==> config.mk <==
export PLATFORM = sky130hd
export DESIGN_NAME = imsic_csr_top
export DESIGN_NICKNAME = d
export VERILOG_FILES = /design/src/logic/imsic_pkg.sv /design/src/logic/imsic_ifs.sv /design/src/logic/imsic_csr_top.sv /design/src/logic/imsic_irq_select.sv /design/src/logic/imsic_intp_files.sv /design/src/logic/imsic_csr_decode.sv
export VERILOG_INCLUDE_DIRS = /design/src /design/src/logic
export SDC_FILE = /design/constraint.sdc
export NUM_CORES = 1
export LEC_CHECK = 0
export BUFFER_PORTS_ARGS = -buffer_cell sky130_fd_sc_hd__buf_2
export CORE_UTILIZATION = 50
export DETAILED_ROUTE_END_ITERATION = 12
export PLACE_DENSITY = 0.68
export SLEW_MARGIN = 20
export SYNTH_ARGS = -nofsm -noshare
export SYNTH_HDL_FRONTEND = slang
export SYNTH_SLANG_ARGS = --single-unit
==> constraint.sdc <==
create_clock -name clk -period 3.9 [get_ports clk]
set_input_delay 0.195 -clock clk [delete_from_list [all_inputs] [get_ports clk]]
set_output_delay 0.195 -clock clk [all_outputs]
set_load 0.005 [all_outputs]
==> src/logic/imsic_config.svh <==
// IMSIC interrupt file configuration
`ifndef IMSIC_CONFIG_SVH
`define IMSIC_CONFIG_SVH

// data and identity widths
`define IMSIC_XLEN          32
`define IMSIC_ID_W          5

// machine, supervisor and the guest files
`define IMSIC_NR_FILES      4
`define IMSIC_NR_VS         2

// indirect csr offsets per the aia layout
`define IMSIC_IPRIO_LO      12'h030
`define IMSIC_IPRIO_HI      12'h03F
`define IMSIC_EIDELIVERY    12'h070
`define IMSIC_EITHRESHOLD   12'h072

// only register 0 exists for eip and eie
`define IMSIC_EIP0          12'h080
`define IMSIC_EIE0          12'h0C0

`endif
==> src/logic/imsic_pkg.sv <==
// IMSIC shared types
`default_nettype none

`include "imsic_config.svh"

package imsic_pkg;

    typedef logic [`IMSIC_XLEN-1:0] xlen_t;     // csr data word
    typedef logic [11:0]            csr_addr_t; // indirect csr offset
    typedef logic [1:0]             file_idx_t; // m, s, vs1, vs2
    typedef logic [5:0]             vgein_t;
    typedef logic [`IMSIC_ID_W-1:0] intid_t;

    // identity sits in 26:16 and in 10:0
    typedef logic [31:0]            topei_t;

    // decoded target of an indirect access
    typedef enum logic [2:0] {
        kind_none      = 3'd0,
        kind_iprio     = 3'd1,
        kind_delivery  = 3'd2,
        kind_threshold = 3'd3,
        kind_eip       = 3'd4,
        kind_eie       = 3'd5
    } csr_kind_e;

endpackage

`default_nettype wire

==> src/logic/imsic_ifs.sv <==
// IMSIC internal interfaces
`timescale 1ns/1ps
`default_nettype none

`include "imsic_config.svh"

// legal access request, decode to register file
interface imsic_csr_if;
    import imsic_pkg::*;

    logic      wr;      // one cycle, legal only
    logic      rd;
    csr_kind_e kind;
    file_idx_t file;
    xlen_t     wdata;

    modport decode (
        output wr, rd, kind, file, wdata
    );

    modport files (
        input wr, rd, kind, file, wdata
    );
endinterface

// state of all interrupt files
interface imsic_state_if;
    import imsic_pkg::*;

    logic [`IMSIC_NR_FILES-1:0] delivery;
    xlen_t                      threshold [`IMSIC_NR_FILES];
    xlen_t                      eip       [`IMSIC_NR_FILES];
    xlen_t                      eie       [`IMSIC_NR_FILES];

    modport files (
        output delivery, threshold, eip, eie
    );

    modport select (
        input delivery, threshold, eip, eie
    );
endinterface

`default_nettype wire

==> src/logic/imsic_csr_top.sv <==
// IMSIC interrupt file block
`timescale 1ns/1ps
`default_nettype none

module imsic_csr_top (
    input  wire                  clk,
    input  wire                  rstn,
    // indirect csr access
    input  wire                  i_csr_wr,
    input  wire                  i_csr_rd,
    input  imsic_pkg::csr_addr_t i_csr_addr,
    input  wire                  i_csr_v,
    input  wire                  i_priv_illegal,
    input  wire [2:0]            i_file_sel,
    input  imsic_pkg::xlen_t     i_csr_wdata,
    input  imsic_pkg::vgein_t    i_vgein,
    output wire                  o_csr_rdata_vld,
    output imsic_pkg::xlen_t     o_csr_rdata,
    output wire                  o_csr_illegal,
    // to the hart
    output wire [2:0]            o_irq,
    output imsic_pkg::topei_t    o_mtopei,
    output imsic_pkg::topei_t    o_stopei,
    output imsic_pkg::topei_t    o_vstopei
);

    imsic_csr_if   u_csr_if ();
    imsic_state_if u_state_if ();

    // address and legality check
    imsic_csr_decode u_decode (
        .clk            (clk),
        .rstn           (rstn),
        .i_csr_wr       (i_csr_wr),
        .i_csr_rd       (i_csr_rd),
        .i_csr_addr     (i_csr_addr),
        .i_csr_v        (i_csr_v),
        .i_priv_illegal (i_priv_illegal),
        .i_file_sel     (i_file_sel),
        .i_csr_wdata    (i_csr_wdata),
        .o_illegal      (o_csr_illegal),
        .req            (u_csr_if.decode)
    );

    // register storage, valid follows every read strobe
    imsic_intp_files u_files (
        .clk         (clk),
        .rstn        (rstn),
        .req         (u_csr_if.files),
        .i_any_rd    (i_csr_rd),
        .o_rdata_vld (o_csr_rdata_vld),
        .o_rdata     (o_csr_rdata),
        .st          (u_state_if.files)
    );

    imsic_irq_select u_select (
        .st        (u_state_if.select),
        .i_vgein   (i_vgein),
        .o_irq     (o_irq),
        .o_mtopei  (o_mtopei),
        .o_stopei  (o_stopei),
        .o_vstopei (o_vstopei)
    );

endmodule

`default_nettype wire

==> src/logic/imsic_irq_select.sv <==
// IMSIC top interrupt select
`timescale 1ns/1ps
`default_nettype none

`include "imsic_config.svh"

module imsic_irq_select (
    imsic_state_if.select     st,
    input  imsic_pkg::vgein_t i_vgein,
    output logic [2:0]        o_irq,
    output imsic_pkg::topei_t o_mtopei,
    output imsic_pkg::topei_t o_stopei,
    output imsic_pkg::topei_t o_vstopei
);
    import imsic_pkg::*;

    logic [`IMSIC_NR_FILES-1:0] hit;        // some identity qualifies
    logic [`IMSIC_NR_FILES-1:0] irq_file;
    intid_t                     top_id [`IMSIC_NR_FILES];
    topei_t                     topei  [`IMSIC_NR_FILES];
    vgein_t                     vs_sum;
    file_idx_t                  vs_file;
    logic                       vs_legal;

    // lowest pending and enabled identity under the threshold
    always_comb begin
        for (int k = 0; k < `IMSIC_NR_FILES; k++) begin
            hit[k]    = 1'b0;
            top_id[k] = '0;
            for (int j = `IMSIC_XLEN-1; j >= 1; j--) begin
                if (st.eip[k][j] && st.eie[k][j] &&
                    ((st.threshold[k] == '0) || (xlen_t'(j) < st.threshold[k]))) begin
                    hit[k]    = 1'b1;
                    top_id[k] = intid_t'(j); // later hits are lower ids
                end
            end
        end
    end

    for (genvar g = 0; g < `IMSIC_NR_FILES; g++) begin : g_topei
        // identity doubles as priority
        assign topei[g] = {5'd0, 11'(top_id[g]), 5'd0, 11'(top_id[g])};
    end

    assign irq_file = hit & st.delivery;

    // guest file is vgein+1 for vgein 1..NR_VS
    assign vs_sum   = i_vgein + 6'd1;
    assign vs_file  = file_idx_t'(vs_sum[1:0]);
    assign vs_legal = (i_vgein != '0) && (i_vgein <= vgein_t'(`IMSIC_NR_VS));

    assign o_irq     = {vs_legal & irq_file[vs_file], irq_file[1], irq_file[0]};
    assign o_mtopei  = topei[0];
    assign o_stopei  = topei[1];
    assign o_vstopei = vs_legal ? topei[vs_file] : '0;

    // a raised line needs delivery on and its reported identity pending and enabled
    always_comb begin
        a_irq_source: assert final (
            (!o_irq[0] || (st.delivery[0] &&
                           st.eip[0][o_mtopei[4:0]] && st.eie[0][o_mtopei[4:0]])) &&
            (!o_irq[1] || (st.delivery[1] &&
                           st.eip[1][o_stopei[4:0]] && st.eie[1][o_stopei[4:0]])) &&
            (!o_irq[2] || (st.delivery[vs_file] &&
                           st.eip[vs_file][o_vstopei[4:0]] && st.eie[vs_file][o_vstopei[4:0]]))
        ) else $error("irq raised without delivery or without a pending enabled identity");
    end

endmodule

`default_nettype wire

==> src/logic/imsic_intp_files.sv <==
// IMSIC interrupt file registers
`timescale 1ns/1ps
`default_nettype none

`include "imsic_config.svh"

module imsic_intp_files (
    input  wire              clk,
    input  wire              rstn,
    imsic_csr_if.files       req,
    input  wire              i_any_rd,      // raw read strobe, legal or not
    output logic             o_rdata_vld,
    output imsic_pkg::xlen_t o_rdata,
    imsic_state_if.files     st
);
    import imsic_pkg::*;

    xlen_t rd_mux;

    // csr writes into the selected file
    always_ff @(posedge clk or negedge rstn) begin
        if (!rstn) begin
            st.delivery <= '0;
            for (int f = 0; f < `IMSIC_NR_FILES; f++) begin
                st.threshold[f] <= '0;
                st.eip[f]       <= '0;
                st.eie[f]       <= '0;
            end
        end else if (req.wr) begin
            case (req.kind)
                kind_delivery: begin
                    st.delivery[req.file] <= req.wdata[0];
                end
                kind_threshold: begin
                    st.threshold[req.file] <= req.wdata;
                end
                kind_eip: begin
                    // identity 0 does not exist
                    st.eip[req.file] <= {req.wdata[`IMSIC_XLEN-1:1], 1'b0};
                end
                kind_eie: begin
                    st.eie[req.file] <= req.wdata;
                end
                default: ; // iprio writes are dropped
            endcase
        end
    end

    // read source by kind and file
    always_comb begin
        case (req.kind)
            kind_delivery:  rd_mux = xlen_t'(st.delivery[req.file]);
            kind_threshold: rd_mux = st.threshold[req.file];
            kind_eip:       rd_mux = st.eip[req.file];
            kind_eie:       rd_mux = st.eie[req.file];
            default:        rd_mux = '0;    // iprio reads as zero
        endcase
    end

    // read data holds its value over illegal reads
    always_ff @(posedge clk or negedge rstn) begin
        if (!rstn) begin
            o_rdata <= '0;
        end else if (req.rd) begin
            o_rdata <= rd_mux;
        end
    end

    always_ff @(posedge clk or negedge rstn) begin
        if (!rstn) begin
            o_rdata_vld <= 1'b0;
        end else begin
            o_rdata_vld <= i_any_rd;
        end
    end

    // decode must filter unknown offsets
    a_kind_known: assert property (
        @(posedge clk) disable iff (!rstn)
        (req.wr || req.rd) |-> (req.kind != kind_none)
    ) else $error("register strobe with kind_none");

endmodule

`default_nettype wire

==> src/logic/imsic_csr_decode.sv <==
// IMSIC CSR access decode
`timescale 1ns/1ps
`default_nettype none

`include "imsic_config.svh"

module imsic_csr_decode (
    input  wire                  clk,
    input  wire                  rstn,
    input  wire                  i_csr_wr,
    input  wire                  i_csr_rd,
    input  imsic_pkg::csr_addr_t i_csr_addr,
    input  wire                  i_csr_v,
    input  wire                  i_priv_illegal,
    input  wire [2:0]            i_file_sel,     // one bit wider than the index
    input  imsic_pkg::xlen_t     i_csr_wdata,
    output logic                 o_illegal,
    imsic_csr_if.decode          req
);
    import imsic_pkg::*;

    csr_kind_e kind;
    logic      access;
    logic      file_ok;
    logic      iprio_blocked;
    logic      legal;

    // offset to register kind
    always_comb begin
        kind = kind_none;
        if ((i_csr_addr >= `IMSIC_IPRIO_LO) && (i_csr_addr <= `IMSIC_IPRIO_HI)) begin
            kind = kind_iprio;
        end else begin
            case (i_csr_addr)
                `IMSIC_EIDELIVERY:  kind = kind_delivery;
                `IMSIC_EITHRESHOLD: kind = kind_threshold;
                `IMSIC_EIP0:        kind = kind_eip;
                `IMSIC_EIE0:        kind = kind_eie;
                default:            kind = kind_none; // incl. eip1.., eie1..
            endcase
        end
    end

    assign access        = i_csr_wr | i_csr_rd;
    assign file_ok       = (i_file_sel < 3'(`IMSIC_NR_FILES));
    assign iprio_blocked = (kind == kind_iprio) && i_csr_v; // no iprio in guest mode

    assign legal = !i_priv_illegal && file_ok && !iprio_blocked && (kind != kind_none);

    // forward legal requests only
    assign req.wr    = i_csr_wr & legal;
    assign req.rd    = i_csr_rd & legal;
    assign req.kind  = kind;
    assign req.file  = file_idx_t'(i_file_sel[1:0]);
    assign req.wdata = i_csr_wdata;

    // one cycle pulse after a rejected access
    always_ff @(posedge clk or negedge rstn) begin
        if (!rstn) begin
            o_illegal <= 1'b0;
        end else begin
            o_illegal <= access & ~legal;
        end
    end

    // caller never issues a write and a read together
    a_no_wr_rd_overlap: assert property (
        @(posedge clk) disable iff (!rstn)
        !(i_csr_wr && i_csr_rd)
    ) else $error("csr write and read strobes raised together");

endmodule

`default_nettype wire

==> flow_summary.ini <==
[run_status]
status = complete, but fails checks
violations = setup timing

[pwr]
power_density_nw_per_um2 = 317
p_leak_nw = 13.3
vdd_drop_max_mv = 0.342

[yosys]
synth.yosys.seq_area_share_pct = 43.4
synthTopCellsByArea = dfrtp_1 (43%), mux2_2 (17%), mux4_2 (8.9%), nand2_1 (3.5%), buf_4 (2.6%)
synthFlopType = dfrtp_1
synth_edf_count = 0
yosysTopAreaCell = dfrtp_1
synth_area_sq_um = 24100
yosysWarnings = 0
yosysTopAreaCellShare_pct = 43.4
synthCells = 2136
syn_area_per_cell_sq_um = 11.3
async_flop_share_pct = 100
synth_cell_type_count = 88
synth_seq_cells = 418

[setup_path]
worstSetupPathType = flop to primary output
start_kind = flop
cp_data_arrival_time_ns = 3.95
worst_path_largest_cell_delay_ns = 0.55
cp_top_family = simple AND/OR/NAND/NOR gates
crit_buf_inv = 2
path_cells = nor4_4, nand4_1, buf_6, nor3_4, a22oi_2, or4b_4, or4_4, o21a_4, a211o_1, and3_1, buf_2
slowest_stage = or4b_4
crit_path_end_kind = primary output
required_ns = 3.70
cp_max_fo = 4

[timing]
skew_ns = 0.0263
tns_ns = -1.18
finalSetupViolations = 9
worstMarginPinSlew_ns = 1.09
rsz0062_at_grt = true
period_minus_slack_ns = 4.15
worst_slack_ns = -0.248
hold_violations = 0
finalMaxSlewViolations = 0
period_share_pct = 106
slew_headroom_pct = 27.6
max_freq_mhz = 241

[route]
vias_per_cell = 6.68
drc = 0
wl_per_cell_microns = 31.6
drt_wl_total_microns = 95000
num_vias = 20060
drtIter0Drc = 2141
ant_nets = 0
firstDrtPassIters = 7

[global_routing]
grt_pass1_wl_microns = 137000
antenna_found_initial = 2
grt.total_usage_pct = 38.7
grt_max_degree = 91
grt_pass1_vias = 19665
use_met3_pct = 7.93
grtUsageMet2_pct = 60.5
overflow = 0
top_usage_layer = met2
grtUsageMet1_pct = 52.2

[final_layout]
drive_above_1_share_pct = 43.2
area.growth.synth_to_final_pct = 19.3
fin_util_pct = 60.3
nets = 2414
antenna_cells = 0
fill_cells = 3907

[die]
die_y_microns = 221
initial_core_util_pct = 50.5
ios = 192
num_rows = 80
core_sq_um = 47600
dieWidth_microns = 221
die_area_sq_um = 49000

[placed_design]
gp_congestion = 1.01
portBuffers = 125
place_ws_ns = 0.0183
place_hpwl_microns = 68900

[clocking]
clockBufferDepth = 3
cts_tree = done
clkTransAtPathRegs_ns = 0.06
cts_buffers = 44
clk_latency_ns = 0.60
htreeDepth = 2
cts_sinks = 418
cts_root_buffer = clkbuf_16

[job]
cap_viol_max_count = 0

[worst_hold_path]
hp-class = primary input to flop
## worst reg2reg max path: cells and delay by family (launching register included)
family | cells | cell delay, ns
buffers and inverters | 1 | 0.24
muxes | 1 | 0.46
AOI/OAI and AO/OA | 2 | 0.99
DFF | 1 | 0.47
## cell type report
class	instances	area (sq um)	area share, %
clock buffers	67	1300	4.52
inverters	16	60.1	0.209
multi-input cells	1526	13400	46.7
repair buffers	347	2530	8.80
clock inverters	15	200	0.697
well taps	615	769	2.68
flip-flops and latches	418	10500	36.4
## per-layer routing
layer | wire [microns] | part of all wire, %
met3 | 8000 | 8.4
met1 | 38700 | 41
met4 | 4960 | 5.2
met2 | 43300 | 46
met5 | 23 | 0.024
## registers in the layout, summed over array words and instances (netlist names)
register / count
u_decode.o_illegal: 1
u_files.st.threshold: 128
u_files.st.eip: 124
u_files.st.delivery: 4
u_files.o_rdata_vld: 1
u_files.st.eie: 128
u_files.o_rdata: 32
## cells in the final DEF (no fill, tap or decap), types with 14 or more instances in the layout
cell and n:
a22oi_1 14, mux2_2 369, conb_1 66, buf_2 123, a31oi_1 24, mux4_2 95
o22ai_1 15, a221oi_1 36, inv_1 15, nor4_2 21, nor2_1 70, a21oi_1 45
and2_1 19, buf_4 193, nor3_1 17, nor4_1 16, clkbuf_16 45, nor2b_1 42
o211ai_1 15, nand2_1 220, dfrtp_1 412, o21ai_0 84, nand3_1 37
## logic make-up after synthesis
logic type / synth area share, %
compound gates: 11.8
xor+xnor: 0.0364
fa+ha+maj: 0.104
buf+inv: 5.55
flops: 43.4
mux: 27.0
other cells: 0.0156
simple gates: 12.0
## cell usage after synthesis, types with 12 or more instances
master,number
dfrtp_1,418
mux2_2,369
nand2_1,222
clkbuf_1,105
mux4_2,95
o21ai_0,90
nor2_1,84
buf_4,82
a21oi_1,49
buf_2,45
nand3_1,45
nor2b_1,44
nor4_1,40
a221oi_1,38
a31oi_1,29
nor3_1,25
and2_1,19
a22oi_1,17
inv_1,16
o211ai_1,15
o22ai_1,15
a41o_1,13
a41oi_1,13
mux2_1,13
nand4_1,13
nand2b_1,12
## power by group
| group | total [mW] | switching, mW | internal [mW] |
|---|---|---|---|
| registers | 4.34 | 0.000230 | 4.34 |
| clock network | 4.38 | 1.87 | 2.52 |
| logic | 0.381 | 0.282 | 0.0991 |
## stage by stage
| step | hold slack (ns) | instances | total power [mW] | instance area (sq um) |
|---|---|---|---|---|
| after floorplan | -0.101 | 2201 | 4.62 | 24300 |
| after global placement | 0.257 | 2876 | 4.78 | 26000 |
| after detailed placement | 0.263 | 2876 | 4.78 | 26000 |
| after CTS | 0.0107 | 2994 | 9.14 | 28300 |
| after global routing | 0.0389 | 3004 | 9.32 | 28700 |
| final | 0.0382 | 3004 | 9.10 | 28700 |
## repair_timing
action | CTS | global route
hold buffers | 10 | 0
setup endpoints to repair | 19 | 18
pin swaps | 20 | 14
buffers inserted | 24 | 11
resized for setup | 93 | 68
endpoints found under the hold margin | 124 | 0
cloned | 2 | 1
## final timing paths
kind                                            from                        to  slack [ns]  cells after the start
min in group asynchronous                       rstn       u_files.o_rdata[30]        0.24                      2
setup / recovery           u_files.st.threshold[116]                  o_irq[2]       -0.25                     11
max in group asynchronous                       rstn  u_files.st.threshold[55]        2.69                      3
hold reg to reg                   u_files.o_rdata[5]        u_files.o_rdata[5]        0.48                      2
setup reg to reg            u_files.st.threshold[65]        u_files.o_rdata[1]        1.56                      4
hold / removal                       i_csr_wdata[27]       u_files.st.eie[123]        0.04                      2
No activity file was read; power rests on OpenSTA's default activity.
